`src/host_bus_pkg.sv`:
```
// shared widths, address map, register offsets and phy request codes, imported by every host bus block
package host_bus_pkg;

    // ----------------------------------------------------------
    // bus widths
    // ----------------------------------------------------------
    localparam int ADDR_W   = 16;                           // register address
    localparam int DATA_W   = 32;                           // register data (quadlet)
    localparam int REGION_W = 4;                            // region field, addr[15:12]
    localparam int OFFS_W   = 4;                            // board register offset, addr[3:0]

    // region codes in addr[15:12]
    localparam logic [REGION_W-1:0] ADDR_MAIN = 4'd0;       // board registers
    localparam logic [REGION_W-1:0] ADDR_HUB  = 4'd2;       // hub memory
    localparam logic [REGION_W-1:0] ADDR_PROM = 4'd3;       // prom, not mapped here
    localparam logic [REGION_W-1:0] ADDR_ETH  = 4'd4;       // ethernet, not mapped here

    // offsets inside the main region
    localparam logic [OFFS_W-1:0] REG_PHYCTRL  = 4'd1;      // phy link request trigger
    localparam logic [OFFS_W-1:0] REG_PROMSTAT = 4'd8;      // prom status, from outside
    localparam logic [OFFS_W-1:0] REG_PROMRES  = 4'd9;      // prom result, reads zero
    localparam logic [OFFS_W-1:0] REG_IPADDR   = 4'd11;     // ip address register
    localparam logic [OFFS_W-1:0] REG_ETHSTAT  = 4'd12;     // ethernet status, from outside

    // ----------------------------------------------------------
    // hub memory and phy request
    // ----------------------------------------------------------
    localparam int HUB_DEPTH    = 16;                       // quadlets in hub memory
    localparam int HUB_AW       = 4;                        // hub word index
    localparam int LREQ_TYPE_W  = 3;                        // request type field
    localparam int LREQ_DATA_W  = 12;                       // register number + value
    localparam int LREQ_FRAME_W = 1 + LREQ_TYPE_W + LREQ_DATA_W;    // start + type + data
    localparam int LREQ_CNT_W   = $clog2(LREQ_FRAME_W + 1); // bits left in frame
    localparam logic [LREQ_TYPE_W-1:0] LREQ_REG_RD = 3'd1;  // phy register read
    localparam logic [LREQ_TYPE_W-1:0] LREQ_REG_WR = 3'd5;  // phy register write
    localparam logic [DATA_W-1:0]      IP_RESET    = 32'hFFFF_FFFF; // no ip assigned

    // register address seen two ways: board register or memory word
    typedef union packed {
        struct packed {
            logic [REGION_W-1:0]               region;      // addr[15:12]
            logic [ADDR_W-REGION_W-OFFS_W-1:0] mid;         // must be zero for main
            logic [OFFS_W-1:0]                 offs;        // board register
        } main;
        struct packed {
            logic [REGION_W-1:0]        region;             // addr[15:12]
            logic [ADDR_W-REGION_W-1:0] offs;               // memory word offset
        } mem;
    } reg_addr_u;

endpackage

```
`src/addr_decode.sv`:
```
// splits the shared read and write addresses into region selects and register write strobes
`timescale 1ns/1ps

module addr_decode
    import host_bus_pkg::*;
(
    input  logic              reg_wen,      // write strobe of the granted host
    input  logic [ADDR_W-1:0] reg_raddr,    // shared read address
    input  logic [ADDR_W-1:0] reg_waddr,    // shared write address
    output logic              rd_main,      // read hits board registers
    output logic              rd_hub,       // read hits hub memory
    output logic [OFFS_W-1:0] rd_offs,      // board register being read
    output logic              ip_wen,       // write ip address register
    output logic              phy_wen,      // write phy control, starts lreq
    output logic              hub_wen       // write hub memory word
);

    reg_addr_u raddr_u;                     // read address, both views
    reg_addr_u waddr_u;                     // write address, both views
    logic      wr_main;                     // write lands in main region

    assign raddr_u = reg_raddr;
    assign waddr_u = reg_waddr;

    // ----------------------------------------------------------
    // read side
    // ----------------------------------------------------------
    // main region only when the middle byte is clear
    assign rd_main = (raddr_u.main.region == ADDR_MAIN) && (raddr_u.main.mid == '0);
    assign rd_hub  = (raddr_u.mem.region == ADDR_HUB);      // word index taken from low bits
    assign rd_offs = raddr_u.main.offs;

    // ----------------------------------------------------------
    // write side, all strobes qualified by reg_wen
    // ----------------------------------------------------------
    assign wr_main = (waddr_u.main.region == ADDR_MAIN) && (waddr_u.main.mid == '0);

    assign ip_wen  = reg_wen && wr_main && (waddr_u.main.offs == REG_IPADDR);
    assign phy_wen = reg_wen && wr_main && (waddr_u.main.offs == REG_PHYCTRL);
    assign hub_wen = reg_wen && (waddr_u.mem.region == ADDR_HUB);  // any hub offset

endmodule

```
`src/board_regs.sv`:
```
// board register file: ip address register, outside status words and the hub memory
`timescale 1ns/1ps

module board_regs
    import host_bus_pkg::*;
(
    input  logic              sysclk,
    input  logic              arst_n,
    input  logic [OFFS_W-1:0] rd_offs,      // main register being read
    input  logic              ip_wen,       // ip address write strobe
    input  logic              hub_wen,      // hub memory write strobe
    input  logic [ADDR_W-1:0] reg_raddr,    // low bits index hub memory
    input  logic [ADDR_W-1:0] reg_waddr,    // low bits index hub memory
    input  logic [DATA_W-1:0] reg_wdata,
    input  logic [DATA_W-1:0] prom_status,  // from prom controller
    input  logic [DATA_W-1:0] eth_status,   // from ethernet block
    output logic [DATA_W-1:0] main_rdata,   // combinational, no wait
    output logic [DATA_W-1:0] hub_rdata,    // registered, one wait cycle
    output logic [DATA_W-1:0] ip_address    // ip address of this board
);

    logic [DATA_W-1:0] hub_mem [HUB_DEPTH];     // hub quadlets
    logic [HUB_AW-1:0] hub_raddr;               // hub read index
    logic [HUB_AW-1:0] hub_waddr;               // hub write index

    assign hub_raddr = reg_raddr[HUB_AW-1:0];
    assign hub_waddr = reg_waddr[HUB_AW-1:0];

    // ----------------------------------------------------------
    // ip address register
    // ----------------------------------------------------------
    always_ff @(posedge sysclk or negedge arst_n)
    begin
        if (!arst_n)
        begin
            ip_address <= IP_RESET;             // all ones, unassigned
        end
        else if (ip_wen)
        begin
            ip_address <= reg_wdata;
        end
    end

    // ----------------------------------------------------------
    // hub memory
    // ----------------------------------------------------------
    // read port is registered so the data lags reg_raddr by a cycle
    always_ff @(posedge sysclk)
    begin
        if (hub_wen)
        begin
            hub_mem[hub_waddr] <= reg_wdata;
        end
        hub_rdata <= hub_mem[hub_raddr];        // old word on same-address write
    end

    // ----------------------------------------------------------
    // main region read mux
    // ----------------------------------------------------------
    always_comb
    begin
        case (rd_offs)
            REG_PROMSTAT:
                main_rdata = prom_status;       // passed straight through
            REG_PROMRES:
                main_rdata = '0;                // no prom result here
            REG_IPADDR:
                main_rdata = ip_address;
            REG_ETHSTAT:
                main_rdata = eth_status;
            default:
                main_rdata = '0;                // phyctrl and unlisted offsets
        endcase
    end

endmodule

```
`src/bus_arbiter.sv`:
```
// registered read/write bus grants between the firewire and ethernet hosts, muxes the granted bus
`timescale 1ns/1ps

module bus_arbiter
    import host_bus_pkg::*;
(
    input  logic              sysclk,
    input  logic              arst_n,
    input  logic              fw_req_read_bus,      // fw wants reg_raddr
    input  logic              eth_req_read_bus,     // eth wants reg_raddr
    input  logic              fw_req_write_bus,     // fw wants write bus
    input  logic              eth_req_write_bus,    // eth wants write bus
    input  logic [ADDR_W-1:0] fw_reg_raddr,
    input  logic [ADDR_W-1:0] eth_reg_raddr,
    input  logic [ADDR_W-1:0] fw_reg_waddr,
    input  logic [ADDR_W-1:0] eth_reg_waddr,
    input  logic [DATA_W-1:0] fw_reg_wdata,
    input  logic [DATA_W-1:0] eth_reg_wdata,
    input  logic              fw_reg_wen,
    input  logic              eth_reg_wen,
    output logic              fw_grant_read_bus,    // fw owns read bus
    output logic              eth_grant_read_bus,   // eth owns read bus
    output logic              fw_grant_write_bus,   // fw owns write bus
    output logic              eth_grant_write_bus,  // eth owns write bus
    output logic [ADDR_W-1:0] reg_raddr,            // shared read address
    output logic [ADDR_W-1:0] reg_waddr,            // shared write address
    output logic [DATA_W-1:0] reg_wdata,            // shared write data
    output logic              reg_wen               // shared write strobe
);

    // ----------------------------------------------------------
    // grants, one cycle behind the requests
    // ----------------------------------------------------------
    // fw wins a tie and keeps the bus while nobody asks
    always_ff @(posedge sysclk or negedge arst_n)
    begin
        if (!arst_n)
        begin
            fw_grant_read_bus   <= 1'b1;                // idle bus parks on fw
            eth_grant_read_bus  <= 1'b0;
            fw_grant_write_bus  <= 1'b1;
            eth_grant_write_bus <= 1'b0;
        end
        else
        begin
            fw_grant_read_bus   <= fw_req_read_bus | ~eth_req_read_bus;
            eth_grant_read_bus  <= ~fw_req_read_bus & eth_req_read_bus;
            fw_grant_write_bus  <= fw_req_write_bus | ~eth_req_write_bus;
            eth_grant_write_bus <= ~fw_req_write_bus & eth_req_write_bus;
        end
    end

    // ----------------------------------------------------------
    // bus mux, no register in the path
    // ----------------------------------------------------------
    assign reg_raddr = eth_grant_read_bus ? eth_reg_raddr : fw_reg_raddr;  // fw by default

    assign reg_waddr = eth_grant_write_bus ? eth_reg_waddr : fw_reg_waddr;
    assign reg_wdata = eth_grant_write_bus ? eth_reg_wdata : fw_reg_wdata;
    assign reg_wen   = eth_grant_write_bus ? eth_reg_wen   : fw_reg_wen;    // strobe follows owner

endmodule

```
`src/host_bus_top.sv`:
```
// top of the host register bus: arbiter, decode, board registers, phy request and read result
`timescale 1ns/1ps

module host_bus_top
    import host_bus_pkg::*;
(
    input  logic              sysclk,
    input  logic              arst_n,
    input  logic              fw_req_read_bus,
    input  logic              eth_req_read_bus,
    input  logic              fw_req_write_bus,
    input  logic              eth_req_write_bus,
    input  logic [ADDR_W-1:0] fw_reg_raddr,
    input  logic [ADDR_W-1:0] eth_reg_raddr,
    input  logic [ADDR_W-1:0] fw_reg_waddr,
    input  logic [ADDR_W-1:0] eth_reg_waddr,
    input  logic [DATA_W-1:0] fw_reg_wdata,
    input  logic [DATA_W-1:0] eth_reg_wdata,
    input  logic              fw_reg_wen,
    input  logic              eth_reg_wen,
    input  logic [DATA_W-1:0] reg_rdata_ext,    // external board read data
    input  logic              reg_rwait_ext,    // external board wait flag
    input  logic [DATA_W-1:0] prom_status,
    input  logic [DATA_W-1:0] eth_status,
    output logic              fw_grant_read_bus,
    output logic              eth_grant_read_bus,
    output logic              fw_grant_write_bus,
    output logic              eth_grant_write_bus,
    output logic [ADDR_W-1:0] reg_raddr,
    output logic [ADDR_W-1:0] reg_waddr,
    output logic [DATA_W-1:0] reg_wdata,
    output logic [DATA_W-1:0] reg_rdata,
    output logic              reg_wen,
    output logic              reg_rvalid,
    output logic [DATA_W-1:0] ip_address,
    output logic              lreq              // phy link request line
);

    // ----------------------------------------------------------
    // decode and register wires
    // ----------------------------------------------------------
    logic              rd_main;         // read in main region
    logic              rd_hub;          // read in hub region
    logic [OFFS_W-1:0] rd_offs;         // main register offset
    logic              ip_wen;          // ip register strobe
    logic              phy_wen;         // phy request trigger
    logic              hub_wen;         // hub memory strobe
    logic [DATA_W-1:0] main_rdata;      // board register word
    logic [DATA_W-1:0] hub_rdata;       // hub memory word

    bus_arbiter u_bus_arbiter (.*);     // grants and shared bus

    addr_decode u_addr_decode (.*);     // selects and strobes

    board_regs u_board_regs (.*);       // ip, status, hub memory

    phy_request u_phy_request (.*);     // lreq frame

    read_result u_read_result (.*);     // rdata and rvalid

endmodule

```
`src/phy_request.sv`:
```
// sends a 16-bit phy link request frame on lreq after a write to the phy control register
`timescale 1ns/1ps

module phy_request
    import host_bus_pkg::*;
(
    input  logic              sysclk,
    input  logic              arst_n,
    input  logic              phy_wen,      // trigger from phy control write
    input  logic [DATA_W-1:0] reg_wdata,    // bit 12 picks type, 11:0 is payload
    output logic              lreq          // serial request to the phy
);

    logic [LREQ_FRAME_W-1:0] frame_sr;      // frame being shifted out, msb first
    logic [LREQ_CNT_W-1:0]   bit_cnt;       // bits still to send
    logic [LREQ_TYPE_W-1:0]  req_type;      // read or write request
    logic                    busy;          // frame on the line

    assign busy     = (bit_cnt != '0);
    assign req_type = reg_wdata[LREQ_DATA_W] ? LREQ_REG_WR : LREQ_REG_RD;

    // ----------------------------------------------------------
    // load and shift
    // ----------------------------------------------------------
    always_ff @(posedge sysclk or negedge arst_n)
    begin
        if (!arst_n)
        begin
            frame_sr <= '0;                     // keeps lreq low
            bit_cnt  <= '0;
        end
        else if (phy_wen && !busy)
        begin
            // start bit, type, then register data
            frame_sr <= {1'b1, req_type, reg_wdata[LREQ_DATA_W-1:0]};
            bit_cnt  <= LREQ_CNT_W'(LREQ_FRAME_W);
        end
        else if (busy)
        begin
            frame_sr <= {frame_sr[LREQ_FRAME_W-2:0], 1'b0};   // zeros fill in behind
            bit_cnt  <= bit_cnt - 1'b1;
        end
    end

    // all zero once the last bit has left
    assign lreq = frame_sr[LREQ_FRAME_W-1];

endmodule

```
`src/read_result.sv`:
```
// routes region read data onto reg_rdata, merges the external board, and flags when it is valid
`timescale 1ns/1ps

module read_result
    import host_bus_pkg::*;
(
    input  logic              sysclk,
    input  logic              arst_n,
    input  logic              rd_main,          // board register read
    input  logic              rd_hub,           // hub memory read
    input  logic [DATA_W-1:0] main_rdata,
    input  logic [DATA_W-1:0] hub_rdata,
    input  logic [DATA_W-1:0] reg_rdata_ext,    // data from external board
    input  logic              reg_rwait_ext,    // external board needs a wait cycle
    input  logic [ADDR_W-1:0] reg_raddr,
    output logic [DATA_W-1:0] reg_rdata,        // merged read data
    output logic              reg_rvalid        // reg_rdata can be taken
);

    logic [DATA_W-1:0] int_rdata;       // data from this fpga
    logic              int_rwait;       // wait flag from this fpga
    logic              rwait;           // merged wait flag
    logic [ADDR_W-1:0] prev_raddr;      // address one cycle ago

    // ----------------------------------------------------------
    // region select
    // ----------------------------------------------------------
    // wait 0 means data in the address cycle, 1 means one cycle later
    assign {int_rdata, int_rwait} = rd_hub  ? {hub_rdata, 1'b1}  :
                                    rd_main ? {main_rdata, 1'b0} :
                                    {{DATA_W{1'b0}}, 1'b0};     // unmapped region

    assign reg_rdata = int_rdata | reg_rdata_ext;
    assign rwait     = int_rwait | reg_rwait_ext;

    // ----------------------------------------------------------
    // valid flag
    // ----------------------------------------------------------
    always_ff @(posedge sysclk or negedge arst_n)
    begin
        if (!arst_n)
        begin
            prev_raddr <= '0;
        end
        else
        begin
            prev_raddr <= reg_raddr;
        end
    end

    // a stable address has had its wait cycle
    assign reg_rvalid = ~rwait | (reg_raddr == prev_raddr);

endmodule

```
`config.mk`:
```
export PLATFORM = sky130hd
export DESIGN_NAME = host_bus_top
export DESIGN_NICKNAME = d
export VERILOG_FILES = /design/src/host_bus_pkg.sv /design/src/addr_decode.sv /design/src/board_regs.sv /design/src/bus_arbiter.sv /design/src/host_bus_top.sv /design/src/phy_request.sv /design/src/read_result.sv
export SDC_FILE = /design/constraint.sdc
export NUM_CORES = 1
export LEC_CHECK = 0
export BUFFER_PORTS_ARGS = -buffer_cell sky130_fd_sc_hd__buf_2
export CAP_MARGIN = 20
export CORE_MARGIN = 4
export CORE_UTILIZATION = 35
export DETAILED_ROUTE_END_ITERATION = 16
export PLACE_DENSITY = 0.58
export SLEW_MARGIN = 0
export SYNTH_ARGS = -nofsm -noshare
export SYNTH_HDL_FRONTEND = slang
export SYNTH_HIERARCHICAL = 1
export SYNTH_SLANG_ARGS = --single-unit
```
`constraint.sdc`:
```
create_clock -name sysclk -period 4.3 [get_ports sysclk]
set_input_delay 1.075 -clock sysclk [delete_from_list [all_inputs] [get_ports sysclk]]
set_output_delay 1.075 -clock sysclk [all_outputs]
set_load 0.005 [all_outputs]
```
==> impl_metrics.py <==
metrics = {
    "yosys": {
        "ys.flop_type": "edfxtp_1",
        "postSynthAreaPerCell_um2": 19.68,
        "yosys.area.top_type_share": 0.6236,
        "synthTopCellsByArea": "edfxtp_1 (62%), mux4_2 (12%), mux2_2 (4.0%)",
        "synth_top_area_cell": "edfxtp_1",
        "ys_seq_elements": 617,
        "syn-num-nets": 1487,
        "synthArstFlopShare": 0.1183,
        "synthesis.area_mm2": 0.02465,
        "synth_edf_count": 512,
        "yosysSeqAreaShare": 0.7254,
        "yosysUniqueCellTypes": 45,
        "syn_inst": 1253,
        "synth_warnings": 6,
    },
    "sta": {
        "worst_pin_slew_ns": 1.073,
        "fin_crit_sh": 1.004,
        "rsz0062_at_grt": "true",
        "layout_setup_ws_ns": -0.01800,
        "finalClockSkew_ns": 0.02293,
        "max_freq_mhz": 231.6,
        "finalSetupViolations": 2,
        "period_needed_ns": 4.318,
        "slew_violations": 0,
        "hold_viol_final": 0,
        "max_slew_margin": 0.2849,
    },
    "final_layout": {
        "fin_area_mm2": 0.03060,
        "final_nets": 1933,
        "num_antenna_cells": 0,
        "final_common_cell": "edfxtp_1",
        "drive_above_1_share": 0.4946,
        "final_cell_mix": "edfxtp_1 (512), buf_2 (366), mux4_2 (128)",
        "syn2layout_area_growth_pct": 24.11,
    },
    "critical_path": {
        "cp_data_required_time_ns": 3.22,
        "critical_path_class": "register to output pin",
        "critPathLaunchType": "register",
        "endpoint_kind": "output pin",
        "reg2reg_depth": 7,
        "crit_arrival_ns": 3.24,
        "path_max_fanout": 6,
    },
    "cts": {
        "root_buffer": "clkbuf_16",
        "cts_tree": "built",
        "cts.htree.levels": 3,
        "cts.clk_slew.worst_paths_ns": 0.06,
        "clock_latency_ns": 0.60,
        "cts_max_path_buffers": 3,
        "clkSinkCount": 617,
        "cts_buffers": 68,
        "ctsHoldBuffers": 0,
    },
    "drt": {
        "drt-initial-drc-count": 1086,
        "vias": 13920,
        "vias_per_cell": 5.167,
        "drt_wl_total_um": 65520,
        "final_antenna_net_count": 0,
        "wl_per_cell_um": 24.31,
        "drc_errors": 0,
        "firstDrtPassIters": 8,
    },
    "global_routing": {
        "grt_max_degree": 88,
        "antenna_found_initial": 1,
        "grt-ovfl-total": 0,
        "grt_pass1_wl_um": 95300,
        "grtUsageTotal": 0.1725,
        "grt_pass1_vias": 14660,
    },
    "place": {
        "gp_congestion": 0.7822,
        "dp_hpwl_um": 39870,
        "numPortBuffers": 367,
        "place_area_mm2": 0.02810,
    },
    "pwr": {
        "sequentialPowerShare": 0.493,
        "p_int_mw": 10.56,
        "swShare": 0.2316,
        "leakagePower_nw": 11.13,
        "p_clk_frac": 0.413,
        "vdd.ir_drop.worst_uv": 265.1,
        "power_density_mw_per_mm2": 449.0,
        "combPwrFrac": 0.094,
        "switching_power_mw": 3.181,
        "p_total_mw": 13.74,
    },
    "run_status": {
        "failed_checks": "negative setup slack",
        "status": "finished, violations left",
    },
    "die": {
        "die_y_um": 273.4,
        "die_x_um": 273.4,
        "core_mm2": 0.06991,
        "io_pins": 368,
        "rows": 97,
        "die-area_mm2": 0.07475,
        "start_util": 0.3527,
    },
    "run": {
        "cap_violations": 0,
    },
    "min_path": {
        "min_path_type": "register to register",
        "min_path_cells": 2,
    },
}
## synthesized netlist by cell type (17+ instances only)
| cell type | instances |
|---|---|
| clkbuf_1 | 28 |
| dfrtp_1 | 39 |
| mux2_2 | 88 |
| inv_1 | 36 |
| nand2_1 | 37 |
| a222oi_1 | 32 |
| dfstp_2 | 34 |
| edfxtp_1 | 512 |
| a221o_1 | 31 |
| buf_4 | 17 |
| a22oi_1 | 64 |
| nor2_1 | 30 |
| mux4_2 | 128 |
| dfxtp_1 | 32 |
## through the flow
stage	worst slack (ns)	utilization	hold WS [ns]	cells	setup TNS, ns
after CTS	-0.06815	0.4363	0.5211	2687	-0.2227
after global placement	-0.1794	0.4019	0.5043	2547	-0.1794
after global routing	-0.1296	0.4377	0.5526	2695	-2.033
after detailed placement	-0.2249	0.4019	0.5087	2547	-0.2249
after floorplan	0.1168	-	0.4781	1253	0
final	-0.01800	0.4377	0.5203	2695	-0.02779
## flip-flops by register name, summed over array words and instances (netlist names)
| name | flops |
|---|---|
| u_board_regs/hub_mem | 512 |
| u_board_regs/hub_rdata | 32 |
| u_board_regs/ip_address | 32 |
| u_bus_arbiter/eth_grant_read_bus | 1 |
| u_bus_arbiter/eth_grant_write_bus | 1 |
| u_bus_arbiter/fw_grant_read_bus | 1 |
| u_bus_arbiter/fw_grant_write_bus | 1 |
| u_phy_request/bit_cnt | 5 |
| u_phy_request/frame_sr | 16 |
| u_read_result/prev_raddr | 16 |
## kinds of logic (layout without fill, tap and decap cells)
| family | count (synthesis) | count (layout) | share of synthesized area |
|---|---|---|---|
| AOI/OAI and AO/OA | 151 | 151 | 0.05187 |
| adders and majority gates | 1 | 1 | 0.0005074 |
| DFF | 617 | 617 | 0.7254 |
| muxes | 239 | 239 | 0.1685 |
| xor gates and xnor gates | 16 | 16 | 0.005684 |
| and+or+nand+nor | 113 | 113 | 0.02416 |
| buffers and inverters | 116 | 618 | 0.02385 |
## layout make-up
cell class	count	area, um2
fillers	6140	39310
flip-flops and latches	617	17890
multi-input cells	520	6452
repair buffers	456	2738
clock buffers	93	1887
well taps	940	1176
clock inverters	33	317.8
inverters	36	135.1
## worst max-delay path: stages, from the launching register on
cell      delay, ns
dfrtp_4        0.54
mux2_8         0.30
buf_6          0.10
and4bb_4       0.28
a222oi_1       0.73
buf_4          0.25
inv_2          0.03
a221o_1        0.28
buf_2          0.13
## power by group through the flow
stage          clock (mW)  combinational (mW)  sequential [mW]
2_1_floorplan           0               0.821             6.86
3_3_place_gp            0                1.25             6.89
3_5_place_dp            0                1.29             6.90
4_1_cts              5.82                1.31             6.77
5_1_grt              6.09                1.42             6.79
6_report             5.67                1.30             6.77
## per-layer routing
| layer | GRT usage | vias to the layer above | routed length (um) |
|---|---|---|---|
| li1 | - | 6073 | - |
| met1 | 0.2321 | 7286 | 27910 |
| met2 | 0.2880 | 501 | 32410 |
| met3 | 0.03252 | 64 | 3999 |
| met4 | 0.04901 | 0 | 1207 |
| met5 | 0 | - | 0 |
## path summary, 6_finish.rpt
check                                                       start                           to  slack, ns
worst max-delay path             u_bus_arbiter/eth_grant_read_bus                reg_rdata[10]      -0.02
worst min-delay path                    u_phy_request/frame_sr[0]    u_phy_request/frame_sr[1]       0.52
worst max register to register  u_bus_arbiter/eth_grant_write_bus  u_board_regs/ip_address[31]       0.75
worst min register to register          u_phy_request/frame_sr[0]    u_phy_request/frame_sr[1]       0.52
max in group asynchronous                                  arst_n  u_board_regs/ip_address[20]       2.78
min in group asynchronous                                  arst_n     u_phy_request/bit_cnt[1]       0.64
## timing repair
action | CTS | global route
gates resized for setup | 17 | 7
gates cloned | 1 | 1
buffers inserted | 13 | 8
pin swaps | 5 | 9
setup endpoints to repair | 33 | 32
No activity file was read; power rests on OpenSTA's default activity.
